==> src/include/qla_params.svh <==
`ifndef QLA_PARAMS_SVH
`define QLA_PARAMS_SVH

// ---------------------------------------------------------------------
// board size and bus widths
// ---------------------------------------------------------------------
`define QLA_NUM_CHAN            4       // motor axes on the board
`define QLA_DATA_W              32      // register data word
`define QLA_ADDR_W              16      // register address
`define QLA_CUR_W               16      // current cmd and feedback words

// ---------------------------------------------------------------------
// register address fields
// ---------------------------------------------------------------------
`define QLA_FIELD_W             4       // each address field is a nibble
`define QLA_SPACE_RNG           15:12   // address space
`define QLA_CHAN_RNG            7:4     // 0 is the board, 1..N the axes
`define QLA_OFF_RNG             3:0     // register within a channel

`define QLA_ADDR_MAIN           4'h0    // main board register space

// offsets within a channel
`define QLA_OFF_STATUS          4'h0    // board status, channel 0 only
`define QLA_OFF_DAC_CTRL        4'h1    // commanded current
`define QLA_OFF_MOTOR_STATUS    4'hC    // read only
`define QLA_OFF_MOTOR_CONFIG    4'hD    // amp enable, safety, mode

// ---------------------------------------------------------------------
// motor current safety check
// ---------------------------------------------------------------------
// trip when |fb| > 2*|cmd| + margin for COUNT samples in a row
`define QLA_SAFETY_MARGIN       200     // adc counts
`define QLA_SAFETY_LIM_W        19      // room for 2*32768 + margin
`define QLA_SAFETY_COUNT        8       // consecutive samples to trip
`define QLA_SAFETY_CNT_W        4       // run counter width

`endif
==> src/qla_pkg.sv <==
`include "qla_params.svh"

package qla_pkg;

    // ---------------------------------------------------------------------
    // register word as written by the host
    // ---------------------------------------------------------------------
    // the same 32 bits mean a current command at DAC_CTRL
    // and a set of mode bits at MOTOR_CONFIG
    typedef union packed {
        struct packed {
            logic [`QLA_DATA_W-`QLA_CUR_W-1:0] rsvd;   // upper half ignored
            logic signed [`QLA_CUR_W-1:0]      cur_cmd; // two's complement
        } dac;
        struct packed {
            logic [`QLA_DATA_W-4:0] rsvd;   // reads back as zero
            logic cur_ctrl;                 // 1 current loop, 0 voltage
            logic disable_safety;           // debug only, skips the check
            logic amp_enable;               // host request to enable amp
        } cfg;
    } reg_word_u;

endpackage

==> src/qla_motor_top.sv <==
`include "qla_params.svh"

module qla_motor_top
    import qla_pkg::*;
(
    input  logic                         sysclk,
    input  logic                         rst_n,

    // host register bus
    input  logic                         reg_wen,
    input  logic                         blk_wen,
    input  logic [`QLA_ADDR_W-1:0]       reg_waddr,
    input  reg_word_u                    reg_wdata,
    input  logic [`QLA_ADDR_W-1:0]       reg_raddr,
    output logic [`QLA_DATA_W-1:0]       reg_rdata,     // one cycle after raddr

    // motor side
    input  logic signed [`QLA_CUR_W-1:0] cur_fb [`QLA_NUM_CHAN],   // parallel adc words
    input  logic [`QLA_NUM_CHAN-1:0]     amp_fault,
    output logic signed [`QLA_CUR_W-1:0] cur_cmd [`QLA_NUM_CHAN],  // to dac engine
    output logic [`QLA_NUM_CHAN-1:0]     amp_disable_pin,

    // dac engine handshake
    input  logic                         dac_busy,
    output logic                         dac_update
);

    logic [`QLA_NUM_CHAN-1:0] dac_wen;      // per axis write strobes
    logic [`QLA_NUM_CHAN-1:0] cfg_wen;
    reg_word_u                chan_cfg    [`QLA_NUM_CHAN];
    logic [`QLA_DATA_W-1:0]   chan_status [`QLA_NUM_CHAN];
    logic [`QLA_NUM_CHAN-1:0] chan_safety;  // safety trips

    // ---------------------------------------------------------------------
    // write side
    // ---------------------------------------------------------------------
    reg_write_decode i_wdec (
        .sysclk     (sysclk),
        .rst_n      (rst_n),
        .reg_wen    (reg_wen),
        .blk_wen    (blk_wen),
        .reg_waddr  (reg_waddr),
        .dac_busy   (dac_busy),
        .dac_wen    (dac_wen),
        .cfg_wen    (cfg_wen),
        .dac_update (dac_update)      // dac engine loads all axes
    );

    // ---------------------------------------------------------------------
    // motor channels, axis k at channel address k+1
    // ---------------------------------------------------------------------
    for (genvar ch = 0; ch < `QLA_NUM_CHAN; ch++) begin : g_chan
        motor_channel i_chan (
            .sysclk          (sysclk),
            .rst_n           (rst_n),
            .dac_wen         (dac_wen[ch]),
            .cfg_wen         (cfg_wen[ch]),
            .reg_wdata       (reg_wdata),       // shared, strobes pick the axis
            .cur_fb          (cur_fb[ch]),
            .amp_fault       (amp_fault[ch]),
            .cur_cmd         (cur_cmd[ch]),
            .cfg             (chan_cfg[ch]),
            .motor_status    (chan_status[ch]),
            .safety_disable  (chan_safety[ch]),
            .amp_disable_pin (amp_disable_pin[ch])
        );
    end

    // ---------------------------------------------------------------------
    // read side
    // ---------------------------------------------------------------------
    reg_read_mux i_rmux (
        .sysclk       (sysclk),
        .rst_n        (rst_n),
        .reg_raddr    (reg_raddr),
        .chan_cur_cmd (cur_cmd),
        .chan_cfg     (chan_cfg),
        .chan_status  (chan_status),
        .chan_safety  (chan_safety),
        .chan_amp_pin (amp_disable_pin),
        .reg_rdata    (reg_rdata)
    );

endmodule

==> src/reg_read_mux.sv <==
`include "qla_params.svh"

module reg_read_mux
    import qla_pkg::*;
(
    input  logic                         sysclk,
    input  logic                         rst_n,
    input  logic [`QLA_ADDR_W-1:0]       reg_raddr,
    input  logic signed [`QLA_CUR_W-1:0] chan_cur_cmd [`QLA_NUM_CHAN],
    input  reg_word_u                    chan_cfg     [`QLA_NUM_CHAN],
    input  logic [`QLA_DATA_W-1:0]       chan_status  [`QLA_NUM_CHAN],
    input  logic [`QLA_NUM_CHAN-1:0]     chan_safety,     // trips, per axis
    input  logic [`QLA_NUM_CHAN-1:0]     chan_amp_pin,    // disable pins
    output logic [`QLA_DATA_W-1:0]       reg_rdata
);

    localparam int PAD_W = `QLA_DATA_W - `QLA_CUR_W;   // sign extension

    logic [`QLA_FIELD_W-1:0] space;
    logic [`QLA_FIELD_W-1:0] chan;
    logic [`QLA_FIELD_W-1:0] offset;
    logic [`QLA_DATA_W-1:0]  rd_next;

    assign space  = reg_raddr[`QLA_SPACE_RNG];
    assign chan   = reg_raddr[`QLA_CHAN_RNG];
    assign offset = reg_raddr[`QLA_OFF_RNG];

    // ---------------------------------------------------------------------
    // select
    // ---------------------------------------------------------------------
    always_comb begin
        rd_next = '0;                           // unmapped reads give zero
        if (space == `QLA_ADDR_MAIN) begin
            // board status, safety trips low nibble, amp pins above
            if (chan == '0 && offset == `QLA_OFF_STATUS) begin
                rd_next = `QLA_DATA_W'({chan_amp_pin, chan_safety});
            end
            for (int i = 0; i < `QLA_NUM_CHAN; i++) begin
                if (chan == `QLA_FIELD_W'(i + 1)) begin
                    case (offset)
                        `QLA_OFF_DAC_CTRL:
                            rd_next = {{PAD_W{chan_cur_cmd[i][`QLA_CUR_W-1]}},
                                       chan_cur_cmd[i]};
                        `QLA_OFF_MOTOR_CONFIG: rd_next = chan_cfg[i];
                        `QLA_OFF_MOTOR_STATUS: rd_next = chan_status[i];
                        default:               rd_next = '0;
                    endcase
                end
            end
        end
    end

    // one cycle read latency
    always_ff @(posedge sysclk) begin
        if (!rst_n) begin
            reg_rdata <= '0;
        end else begin
            reg_rdata <= rd_next;
        end
    end

endmodule

==> src/motor_channel.sv <==
`include "qla_params.svh"

module motor_channel
    import qla_pkg::*;
(
    input  logic                          sysclk,
    input  logic                          rst_n,
    input  logic                          dac_wen,          // DAC_CTRL write, this axis
    input  logic                          cfg_wen,          // MOTOR_CONFIG write
    input  reg_word_u                     reg_wdata,
    input  logic signed [`QLA_CUR_W-1:0]  cur_fb,           // adc feedback
    input  logic                          amp_fault,        // from the amp
    output logic signed [`QLA_CUR_W-1:0]  cur_cmd,          // to the dac engine
    output reg_word_u                     cfg,
    output logic [`QLA_DATA_W-1:0]        motor_status,
    output logic                          safety_disable,
    output logic                          amp_disable_pin   // high = amp off
);

    logic enable_check;
    logic clear_disable;

    // ---------------------------------------------------------------------
    // command and config registers
    // ---------------------------------------------------------------------
    always_ff @(posedge sysclk) begin
        if (!rst_n) begin
            cur_cmd <= '0;
            cfg     <= '0;      // amp off, voltage mode
        end else begin
            if (dac_wen) begin
                cur_cmd <= reg_wdata.dac.cur_cmd;
            end
            if (cfg_wen) begin
                // reserved bits stay zero
                cfg.cfg.amp_enable     <= reg_wdata.cfg.amp_enable;
                cfg.cfg.disable_safety <= reg_wdata.cfg.disable_safety;
                cfg.cfg.cur_ctrl       <= reg_wdata.cfg.cur_ctrl;
            end
        end
    end

    // check only makes sense while the current loop is closed
    assign enable_check  = cfg.cfg.cur_ctrl & ~cfg.cfg.disable_safety;
    assign clear_disable = cfg_wen & reg_wdata.cfg.amp_enable;   // re-enable clears trip

    safety_check i_safety (
        .sysclk         (sysclk),
        .rst_n          (rst_n),
        .cur_fb         (cur_fb),
        .cur_cmd        (cur_cmd),
        .enable_check   (enable_check),
        .clear_disable  (clear_disable),
        .safety_disable (safety_disable)
    );

    // ---------------------------------------------------------------------
    // amplifier pin and status word
    // ---------------------------------------------------------------------
    always_ff @(posedge sysclk) begin
        if (!rst_n) begin
            amp_disable_pin <= 1'b1;        // amp held off out of reset
        end else begin
            amp_disable_pin <= ~cfg.cfg.amp_enable | safety_disable;
        end
    end

    assign motor_status = {cur_fb,                  // 31:16
                           7'd0,
                           cfg.cfg.cur_ctrl,        // 8
                           cfg.cfg.disable_safety,  // 7
                           cfg.cfg.amp_enable,      // 6
                           3'd0,
                           amp_fault,               // 2
                           safety_disable,          // 1
                           amp_disable_pin};        // 0

endmodule

==> src/safety_check.sv <==
`include "qla_params.svh"

module safety_check (
    input  logic                         sysclk,
    input  logic                         rst_n,
    input  logic signed [`QLA_CUR_W-1:0] cur_fb,          // measured current
    input  logic signed [`QLA_CUR_W-1:0] cur_cmd,         // commanded current
    input  logic                         enable_check,    // current mode, check on
    input  logic                         clear_disable,   // host re-enable
    output logic                         safety_disable   // latched trip
);

    localparam int LIM_W = `QLA_SAFETY_LIM_W;
    localparam int CNT_W = `QLA_SAFETY_CNT_W;
    localparam logic [CNT_W-1:0] TRIP_CNT = CNT_W'(`QLA_SAFETY_COUNT - 1);

    logic [`QLA_CUR_W:0] fb_ext;        // sign extended, -32768 needs the bit
    logic [`QLA_CUR_W:0] cmd_ext;
    logic [`QLA_CUR_W:0] fb_mag;
    logic [`QLA_CUR_W:0] cmd_mag;
    logic [LIM_W-1:0]    limit;         // 2*|cmd| + margin
    logic                over_limit;
    logic [CNT_W-1:0]    over_cnt;      // samples over limit in a row

    // magnitudes and the limit compare
    always_comb begin
        fb_ext     = {cur_fb[`QLA_CUR_W-1], cur_fb};
        cmd_ext    = {cur_cmd[`QLA_CUR_W-1], cur_cmd};
        fb_mag     = fb_ext[`QLA_CUR_W] ? (~fb_ext + 1'b1) : fb_ext;
        cmd_mag    = cmd_ext[`QLA_CUR_W] ? (~cmd_ext + 1'b1) : cmd_ext;
        limit      = LIM_W'({cmd_mag, 1'b0}) + LIM_W'(`QLA_SAFETY_MARGIN);
        over_limit = LIM_W'(fb_mag) > limit;
    end

    always_ff @(posedge sysclk) begin
        if (!rst_n) begin
            over_cnt       <= '0;
            safety_disable <= 1'b0;
        end else if (clear_disable) begin
            over_cnt       <= '0;
            safety_disable <= 1'b0;
        end else if (!enable_check || !over_limit) begin
            over_cnt <= '0;                 // run broken, start over
        end else if (over_cnt == TRIP_CNT) begin
            safety_disable <= 1'b1;         // held until host clears
        end else begin
            over_cnt <= over_cnt + 1'b1;
        end
    end

endmodule

==> src/reg_write_decode.sv <==
`include "qla_params.svh"

module reg_write_decode (
    input  logic                     sysclk,
    input  logic                     rst_n,
    input  logic                     reg_wen,      // one cycle per write
    input  logic                     blk_wen,      // write is part of a block
    input  logic [`QLA_ADDR_W-1:0]   reg_waddr,
    input  logic                     dac_busy,     // dac engine still shifting
    output logic [`QLA_NUM_CHAN-1:0] dac_wen,      // per axis, DAC_CTRL
    output logic [`QLA_NUM_CHAN-1:0] cfg_wen,      // per axis, MOTOR_CONFIG
    output logic                     dac_update    // one cycle, load the dacs
);

    logic [`QLA_FIELD_W-1:0]  space;
    logic [`QLA_FIELD_W-1:0]  chan;
    logic [`QLA_FIELD_W-1:0]  offset;
    logic                     wr_main;      // write into main space
    logic [`QLA_NUM_CHAN-1:0] chan_hit;     // one-hot axis select
    logic                     dac_req;      // update pending
    logic                     dac_grant;

    // ---------------------------------------------------------------------
    // address decode
    // ---------------------------------------------------------------------
    assign space   = reg_waddr[`QLA_SPACE_RNG];
    assign chan    = reg_waddr[`QLA_CHAN_RNG];
    assign offset  = reg_waddr[`QLA_OFF_RNG];
    assign wr_main = reg_wen & (space == `QLA_ADDR_MAIN);

    // channel 0 is the board, axes start at 1
    always_comb begin
        for (int i = 0; i < `QLA_NUM_CHAN; i++) begin
            chan_hit[i] = (chan == `QLA_FIELD_W'(i + 1));
        end
    end

    // strobes, combinational from the bus
    assign dac_wen = (wr_main && offset == `QLA_OFF_DAC_CTRL) ?
                     chan_hit : '0;
    assign cfg_wen = (wr_main && offset == `QLA_OFF_MOTOR_CONFIG) ?
                     chan_hit : '0;

    // ---------------------------------------------------------------------
    // dac update request
    // ---------------------------------------------------------------------
    // only block writes trigger an update, so all axes of one
    // host packet go out together; single quadlet writes just
    // stage the command until the next block
    assign dac_grant = dac_req & ~dac_busy;

    always_ff @(posedge sysclk) begin
        if (!rst_n) begin
            dac_req    <= 1'b0;
            dac_update <= 1'b0;
        end else begin
            if (blk_wen && |dac_wen) begin
                dac_req <= 1'b1;            // new command staged
            end else if (dac_grant) begin
                dac_req <= 1'b0;            // engine free, hand it over
            end
            dac_update <= dac_grant;        // pulse one cycle after grant
        end
    end

    // while dac_busy stays high the request just waits

endmodule

==> config.mk <==
export PLATFORM = sky130hd
export DESIGN_NAME = qla_motor_top
export DESIGN_NICKNAME = d
export VERILOG_FILES = /design/src/qla_pkg.sv /design/src/qla_motor_top.sv /design/src/reg_read_mux.sv /design/src/motor_channel.sv /design/src/safety_check.sv /design/src/reg_write_decode.sv
export VERILOG_INCLUDE_DIRS = /design/src /design/src/include
export SDC_FILE = /design/constraint.sdc
export NUM_CORES = 1
export LEC_CHECK = 0
export ABC_AREA = 1
export BUFFER_PORTS_ARGS = -buffer_cell sky130_fd_sc_hd__clkbuf_2
export CORE_UTILIZATION = 50
export DETAILED_ROUTE_END_ITERATION = 8
export PLACE_DENSITY = 0.8
export SYNTH_ARGS = -nofsm -noshare
export SYNTH_HDL_FRONTEND = slang
export SYNTH_SLANG_ARGS = --single-unit
==> constraint.sdc <==
create_clock -name sysclk -period 5.2 [get_ports sysclk]
set_input_delay 0.26 -clock sysclk [delete_from_list [all_inputs] [get_ports sysclk]]
set_output_delay 0.26 -clock sysclk [all_outputs]
set_load 0.005 [all_outputs]
======== Word level (Yosys, flattened, before mapping) ========
Cells that the tools add are included.
W data, S select, Z words.
storage, ports and cells
  bits in registers ....................... 134
  bits of input ports ..................... 137
  logic and storage cells ................. 152
operators by class
  $add $sub $neg .......................... 16
  magnitude comparators ................... 4
  eq/ne operators ......................... 17
  multiplexer cells ....................... 21
  bitwise logic cells ..................... 36
  reductions and logical operators ........ 35
operators by type and width
  operator                 count
  $pmux W32 S3             4
  $add A17 B1 Y17 const B  8
  $mux W17                 8
  $not A17 Y17             8
  $mux W32                 4
  $add A18 B8 Y19 const B  4
  $gt A17 B19 Y1           4
  $eq A4 B3 Y1 const B     6
  $add A4 B1 Y4 const B    4
  $eq A4 B1 Y1 const B     4
  $eq A4 B2 Y1 const B     4
  $logic_not A4 Y1         4
  $not A1 Y1               14
  $eq A4 B4 Y1 const B     3
  $reduce_or A3 Y1         4
  $and A1 B1 Y1            10
  $reduce_and A2 Y1        5
  $logic_not A1 Y1         8
  $mux W4                  2
  $mux W8                  1
  $reduce_or A2 Y1         4
  $logic_and A1 B1 Y1      4
  $logic_or A1 B1 Y1       4
  $or A1 B1 Y1             4
  other kinds (3)          4

======== Longest topological paths before layout ========
Gate-level depths: netlist of the first run.
  depth in word-level cells ............... 9
  gate-level depth with buffers ........... 23
  depth with buffers taken out ............ 23

======== Modules after synthesis ========
A second synthesis of the first run with hierarchy kept.
second synthesis, totals
  cells, all modules ...................... 2733
  area, all modules ....................... 16041.6 um^2
by module, submodules not included
  module                                         instances  cells an instance  area an instance (um^2)
  motor_channel                                  4          183                1273.7
  safety_check at g_chan[0].i_chan.i_safety ...  3          294                1659.1
  reg_read_mux                                   1          785                4065.1
  safety_check at g_chan[3].i_chan.i_safety      1          285                1651.6
  reg_write_decode                               1          49                 252.7

======== Worst setup path before layout of the first run ========
No wires, ideal clock.
  path kind ............................... register to register
  from .................................... reg g_chan[3].i_chan.cur_cmd[0]
  to ...................................... reg g_chan[3].i_chan.i_safety.over_cnt[1]
  setup time .............................. 70 ps
  arrival time ............................ 2819 ps
  required time ........................... 5130 ps
  slack ................................... 2311 ps
  cell stages (with the launch flop) ...... 20
  buffers on the path ..................... 0
  period minus slack after synthesis ...... 2889 ps
  path through ............................ dfxtp_1 inv_1 ha_1 nor2_1 xor2_1 ha_1 nand2_1 nand3_1 nor2_1 nor2_2 nand2_1 nand2_1 nand2_1 ha_1 nand2_1 nor4_1 o211ai_1 nand3_1 nand2_1 a21oi_1
on the way
  cells in the longest elaborated chain, start to end .. 8
ends and longest elaborated chain
  item                                 RTL line             source
  start: declaration                   motor_channel.sv:13  output logic signed [`QLA_CUR_W-1:0] cur_cmd,
  start signal: assignment             motor_channel.sv:32  cur_cmd <= reg_wdata.dac.cur_cmd;
  $not A17 Y17                         safety_check.sv:30   cmd_mag = cmd_ext[`QLA_CUR_W] ? (~cmd_ext + 1'b1) : cmd_ext;
  $add A17 B1 Y17                      safety_check.sv:30
  $mux W17 *                           safety_check.sv:30
  $add A18 B8 Y19 *                    safety_check.sv:31   limit = LIM_W'({cmd_mag, 1'b0}) + LIM_W'(`QLA_SAFETY_MARGIN);
  $gt A17 B19 Y1 *                     safety_check.sv:32   over_limit = LIM_W'(fb_mag) > limit;
  $logic_not A1 Y1 *                   safety_check.sv:42   end else if (!enable_check || !over_limit) begin
  $logic_or A1 B1 Y1 *                 safety_check.sv:42
  $reduce_or A3 Y1 (no source line) *  n/a
  end signal: assignment               safety_check.sv:47   over_cnt <= over_cnt + 1'b1;
  end: declaration                     safety_check.sv:23   logic [CNT_W-1:0] over_cnt;
Every way passes the cells marked *; elsewhere a longest branch is shown, timed or not.
A chain may end at the register's enable or synchronous reset.

======== Final worst setup path of the first run ========
  from .................................... reg g_chan[1].i_chan.cur_cmd[15]
  to ...................................... reg g_chan[1].i_chan.i_safety.over_cnt[2]
on the way
  cells in the longest elaborated chain, start to end .. 8
ends and longest elaborated chain
  item                                 RTL line
  start: declaration                   motor_channel.sv:13
  start signal: assignment             motor_channel.sv:32
  $not A17 Y17                         safety_check.sv:30
  $add A17 B1 Y17                      safety_check.sv:30
  $mux W17 *                           safety_check.sv:30
  $add A18 B8 Y19 *                    safety_check.sv:31
  $gt A17 B19 Y1 *                     safety_check.sv:32
  $logic_not A1 Y1 *                   safety_check.sv:42
  $logic_or A1 B1 Y1 *                 safety_check.sv:42
  $reduce_or A3 Y1 (no source line) *  n/a
  end signal: assignment               safety_check.sv:47
  end: declaration                     safety_check.sv:23
Marks and branches as above.

==> out/qor.csv, run 1 <==
metric,value,unit
"Top FF cell, synth",dfxtp_1,
largest net degree at the start of global routing,85,
register bit total from synthesis,134,
setup bufs post-CTS,0,
Fin Setup TNS,0,ps
DRT antenna net count,0,
clock sink total,134,
chip width,154,um
global-route wire length before repair,63500,um
H-tree Lvls,4,
total wire length,41600,um
Slew @ Worst Pin,1100,ps
remaining global-route overflow,0,
worst setup path category,register to register,
Slew headroom,26.8,%
root buf cell,clkbuf_16,
final hold vios,0,
PortBufs,213,
# Max-Cap Violations,0,
"count leader, synth",nand2_1,
achievable frequency,267,MHz
cell taking the most area after synthesis,dfxtp_1,
post-DP HPWL,33100,um
"top cells by area, synth","dfxtp_1 (23%), nand2_1 (14%), ha_1 (8.7%)",
area share of the largest cell type after synthesis,23.2,%
Core Area,0.0226,mm^2
startpoint type of the worst setup path,register,
final worst clock skew,8.51,ps
hold_sp,blk_wen,
DR WL/cell,17.7,um
number of global-route vias before repair,11962,
# IOs,238,
CTS tree,yes,
Longest Clk Path Bufs,2,
Max Fanout on Critical Path,21,
Mapped Avg Cell Area,6.17,um^2
initial antenna violation count,1,
P_leak,6.45,nW
total power,0.00261,W
crit path DAT,4060,ps
fin. max-slew vios,0,
Power Dens Cells,195,mW/mm^2
asr flop ratio synth,0,%
Synth Warn #,0,
status,"finished, final reports clean",
ratio of cells with drive above 1 in the final layout,14.6,%
# setup viols final,0,
TritonRoute pass-1 iters,6,
Via density,5.69,
total track usage,34.6,%
commonest cells in the netlist,"nand2_1 (445), nor2_1 (223), inv_1 (206), nand3_1 (170), o21ai_0 (146)",
Synth Instances,1873,
fin crit share,72.0,%
Final Wtd Congestion,1.02,
Initial Util,51.0,%
reg2reg start,g_chan[1].i_chan.cur_cmd[15]$_SDFFE_PN0P_,
Die Y,154,um
RSZ-0062 raised after global routing,no,
Critical Path Source,g_chan[1].i_chan.cur_cmd[15]$_SDFFE_PN0P_,
min cycle time layout,3750,ps
count of cell types in the netlist,52,
die area,0.0237,mm^2
DRT iter0 DRCs,1533,
DRC Markers,0,
"Reg clk slew, reported paths",60,ps
required time of the critical path,5520,ps
worst skew pair latency,430,ps
cts bufs inserted,17,
Cell Rows,55,
peak supply drop,0.237,mV
sequential-to-total area share from yosys stat,23.2,%
layout overhead on the synthesized area,15.6,%
CP Capture Type,register,
Hold Path Class,input port to register,
synthesized cell area,0.0116,mm^2
"EDFF count, synth",0,
DR vias,13382,
nets,2270,
cell usage in the layout, fill, tap and decap left out, types with 63 or more instances in the layout:
cell type and n:
nand2_1 445, nand3_1 170, dfxtp_1 134, nor2_1 223, xor2_1 63, ha_1 80
o21ai_0 146, clkbuf_2 213, inv_1 206, a21oi_1 136
logic make-up after synthesis:
kind of cell	count (synthesis)	share of synthesized area [%]
multiplexers	1	0.0867
adder cells (fa/ha/maj)	80	8.67
AO/OA/AOI/OAI	362	17.5
flip-flops	134	23.2
other	1	0.0325
buffers and inverters	280	9.54
XOR/XNOR	86	6.81
AND/OR/NAND/NOR	929	34.2
worst max-delay path: stages (launching register included):
cell     delay [ps]
dfxtp_1         820
inv_2           240
nor2_1          180
xor2_1          250
ha_1            230
nand2_1          60
nand3_1         120
nor2_1           70
nor2_2          220
nand2_1          90
nand2_1          60
nand2_1          60
ha_1            270
nand2_1          60
nor3_1          360
nand3_1         210
nand3_1         110
nor2_1           60
nand2_1         120
nor2_1           50
metrics by stage:
step / hold WS [ps] / utilization (%) / cells / area (um^2) / setup slack [ps]
3_3_place_gp: 418 / 56.3 / 2318 / 12700 / 1590
3_5_place_dp: 423 / 56.3 / 2318 / 12700 / 1520
6_report: 86.6 / 59.0 / 2352 / 13400 / 1450
5_1_grt: 99.5 / 59.0 / 2351 / 13400 / 1100
2_1_floorplan: 332 / - / 1876 / 11600 / 2310
4_1_cts: 1.55 / 58.9 / 2350 / 13300 / 1500
flip-flops by register name (all words and copies together) (netlist names):
name and flops:
i_wdec.dac_update 1, g_chan.i_chan.cfg 12, g_chan.i_chan.i_safety.over_cnt 16, i_wdec.dac_req 1, i_rmux.reg_rdata 32, g_chan.i_chan.cur_cmd 64, g_chan.i_chan.i_safety.safety_disable 4, g_chan.i_chan.amp_disable_pin 4
final cells by class:
type,count,area [um^2]
flip-flops and latches,134,2680
repair buffers,220,1120
diodes,1,2.50
clock buffers,17,425
fillers,2243,9290
well taps,285,357
clock inverters,15,169
multi-input cells,1462,7780
inverters,218,818
power by group:
part	internal, W	switching, W
registers	0.00103	0.000000220
clock network	0.000716	0.000506
logic	0.000123	0.000234
metal layers:
layer,share of wire (%),track usage (%),vias to the layer above
li1,-,-,6542
met1,41,45.1,6037
met2,44,55.3,696
met3,11,6.37,107
met4,4.5,16.2,0
met5,0,0,-
path summary, 6_finish.rpt:
path / cells past startpoint / to / slack (ps)
hold / removal: 3 / i_wdec.dac_req$_SDFFE_PN0P_ / 90
setup reg to reg: 19 / g_chan[1].i_chan.i_safety.over_cnt[2]$_SDFFE_PP0N_ / 1450
setup / recovery: 19 / g_chan[1].i_chan.i_safety.over_cnt[2]$_SDFFE_PP0N_ / 1450
hold reg to reg: 1 / g_chan[0].i_chan.amp_disable_pin$_SDFF_PN1_ / 440
what timing repair did:
action | in CTS | in global routing
hold buffers | 0 | 1
hold endpoints to repair | 0 | 1
resized for setup | 0 | 0
Note: power is estimated with default switching activity, not from simulation.
==> run 2: changes to the inputs <==
==> constraint.sdc (replaced) <==
create_clock -name sysclk -period 3.46 [get_ports sysclk]
set_input_delay 0.173 -clock sysclk [delete_from_list [all_inputs] [get_ports sysclk]]
set_output_delay 0.173 -clock sysclk [all_outputs]
set_load 0.005 [all_outputs]
==> run 2 against run 1 <==
Power is 47% higher. Register-to-register slack got worse by 1200 ps. Largest power group unchanged. Via count rose by 0.41%. Hold slack got worse by 7.7 ps. Combinational power rose by 51%. First-iteration DRC count shrank 8.3%. Critical path depth is 1 higher. Flip-flop and latch count did not move. Maximum frequency up 17%. Sequential share of layout area is 0.17 points lower. Highest routed layer unchanged. Die area stayed put. Wire length is 1.4% higher.
==> out/qor.csv, run 2 (synthesis gave the netlist of run 1 again) <==
metric,value,unit,change
TritonRoute pass-1 iters,5,,-1
"Reg clk slew, reported paths",60,ps,about the same
Initial Util,51.0,%,unchanged
CTS tree,yes,,
Fillers,2174,,-3.1%
Placed Cells,2330,,+0.52%
initial antenna violation count,2,,+1
Slew headroom,34.8,%,+8.0 points
DRC Markers,0,,unchanged
global-route wire length before repair,64300,um,+1.2%
Reg with most FFs,g_chan.i_chan.cur_cmd,,
DR WL/cell,17.8,um,+0.72%
CP Capture Type,register,,
H-tree Lvls,4,,unchanged
Worst Reg-to-Reg Cells,20,,+1
"non-filler cells, final",2367,,+0.64%
Reg2Reg Capture Point,g_chan[1].i_chan.i_safety.over_cnt[0]$_SDFFE_PP0N_,,
total track usage,35.3,%,+0.63 points
top flop regs,"g_chan.i_chan.cur_cmd x64, i_rmux.reg_rdata x32, g_chan.i_chan.i_safety.over_cnt x16",,
crit path DAT,3520,ps,-540 ps
root buf cell,clkbuf_16,,
worst skew pair latency,440,ps,about the same
Hold EP,i_wdec.dac_req$_SDFFE_PN0P_,,
"Slowest-stage cell, CP",dfxtp_1,,
die area,0.0237,mm^2,unchanged
worst-path cell chain,inv_1 -> ha_1 -> nor2_1 -> xor2_1 -> buf_4 -> nand3_1 -> nand2_1 -> nand2_1 -> nor2_2 -> nand2_1 -> nand2_1 -> nand2_1 -> ha_1 -> a21oi_1 -> nor2_1 -> a211oi_1 -> o21a_1 -> nand2_1 -> nand2_1 -> nor2_1,,
Cell Rows,55,,unchanged
final hold vios,0,,unchanged
hold_sp,rst_n,,
remaining global-route overflow,0,,unchanged
layout overhead on the synthesized area,16.7,%,
PortBufs,213,,unchanged
# Max-Cap Violations,0,,unchanged
clock sink total,134,,unchanged
DRT iter0 DRCs,1405,,-8.3%
number of global-route vias before repair,12004,,+0.35%
"commonest non-fill, non-tap cells in the layout","nand2_1 (444), nor2_1 (222), clkbuf_2 (213)",,
hold depth,3,,unchanged
# diodes,0,,-1
Hold Path Class,input port to register,,
Slew @ Worst Pin,976,ps,-120 ps
achievable frequency,312,MHz,+17%
"most common cell after layout, fill and taps aside",nand2_1,,
startpoint type of the worst setup path,register,,
Die Y,154,um,unchanged
storage element area,0.00269,mm^2,about the same
ratio of cells with drive above 1 in the final layout,15.6,%,+1.0 points
Max Fanout on Critical Path,5,,-76%
total power,0.00384,W,+47%
Power Dens Cells,285,mW/mm^2,+46%
max reg flops,64,,unchanged
fin. max-slew vios,0,,unchanged
r2r setup slk,260,ps,-1200 ps
area of the multi-input gates,0.00782,mm^2,+0.55%
fin crit share,92.6,%,+21 points
Final Wtd Congestion,0.967,,-4.9%
Core Area,0.0226,mm^2,unchanged
status,"finished, final reports clean",,
worst setup path category,register to register,,
largest net degree at the start of global routing,84,,-1.2%
required time of the critical path,3780,ps,-1740 ps
Most Frequent Cell on Critical Path,nand2_1,,
chip width,154,um,unchanged
# setup viols final,0,,unchanged
P_leak,6.52,nW,+1.1%
# IOs,238,,unchanged
min cycle time layout,3200,ps,-544 ps
DR vias,13437,,+0.41%
DRT antenna net count,0,,unchanged
post-DP HPWL,33600,um,+1.5%
Min Hold Slack,78.9,ps,-7.71 ps
Longest Clk Path Bufs,2,,unchanged
nets,2286,,+0.70%
total wire length,42200,um,+1.4%
final worst clock skew,12.8,ps,+4.25 ps
Worst path max stage delay,350,ps,-470 ps
"Core Util, Final",59.5,%,+0.56 points
cts bufs inserted,17,,unchanged
Via density,5.68,,-0.23%
peak supply drop,0.371,mV,+57%
reg2reg start,g_chan[1].i_chan.cur_cmd[1]$_SDFFE_PN0P_,,
run 2: changes by cell type in the layout (fill, tap and decap cells not counted), sizes merged:
cell,delta
bufinv,-2
diode,-1
buf,+15
dlygate4sd3,+1
inv,+5
clkinv,-3
run 2: worst max path at each step:
stage                                                         from                                                 end  slack, ps
after detailed placement  g_chan[3].i_chan.cur_cmd[0]$_SDFFE_PN0P_  g_chan[3].i_chan.i_safety.over_cnt[1]$_SDFFE_PP0N_        170
after global placement    g_chan[3].i_chan.cur_cmd[0]$_SDFFE_PN0P_  g_chan[3].i_chan.i_safety.over_cnt[1]$_SDFFE_PP0N_        250
after floorplan           g_chan[3].i_chan.cur_cmd[0]$_SDFFE_PN0P_  g_chan[3].i_chan.i_safety.over_cnt[1]$_SDFFE_PP0N_        570
after global routing      g_chan[1].i_chan.cur_cmd[1]$_SDFFE_PN0P_  g_chan[1].i_chan.i_safety.over_cnt[0]$_SDFFE_PP0N_        -20
final                     g_chan[1].i_chan.cur_cmd[1]$_SDFFE_PN0P_  g_chan[1].i_chan.i_safety.over_cnt[0]$_SDFFE_PP0N_        260
after CTS                 g_chan[1].i_chan.cur_cmd[1]$_SDFFE_PN0P_  g_chan[1].i_chan.i_safety.over_cnt[0]$_SDFFE_PP0N_        150
run 2: layout make-up:
cell class / count / area share, %
Clock buffer: 17 / 3.16
Clock inverter: 15 / 0.975
Inverter: 218 / 6.07
Multi-Input combinational cell: 1462 / 58.0
Sequential cell: 134 / 19.9
Tap cell: 285 / 2.65
Timing Repair Buffer: 236 / 9.23
run 2: routing by layer:
layer | track usage, % | wire (um) | vias up
li1 | - | - | 6577
met1 | 45.9 | 17600 | 6047
met2 | 55.3 | 18300 | 717
met3 | 7.58 | 4390 | 96
met4 | 16.8 | 1860 | 0
met5 | 0 | 0 | -
run 2: stage by stage:
step | area (um^2) | setup slack (ps) | TNS (ps)
floorplan | 11600 | 571 | 0
global placement | 12800 | 248 | 0
detailed placement | 12800 | 167 | 0
CTS | 13400 | 148 | 0
global route | 13500 | -17.8 | -38.0
finish | 13500 | 258 | 0
run 2: critical path: cells and delay by family, from the launching register on:
| family | cells | cell delay, ps |
|---|---|---|
| DFF | 1 | 350 |
| AOI/OAI and AO/OA | 3 | 510 |
| xor gates and xnor gates | 1 | 200 |
| adders and majority gates | 2 | 530 |
| and+or+nand+nor | 12 | 1270 |
| buffers and inverters | 2 | 240 |
run 2: report_power, final:
part / internal [W] / switching, W / total, W
Sequential: 0.00154 / 0.000000272 / 0.00154
Combinational: 0.000187 / 0.000352 / 0.000539
Clock: 0.000945 / 0.000813 / 0.00176
run 2: repair_timing:
item / CTS / global route
resized for setup: 0 / 11
endpoints found under the hold margin: 2 / 0
hold buffers: 2 / 0
setup buffers: 0 / 3
setup endpoints to repair: 0 / 16
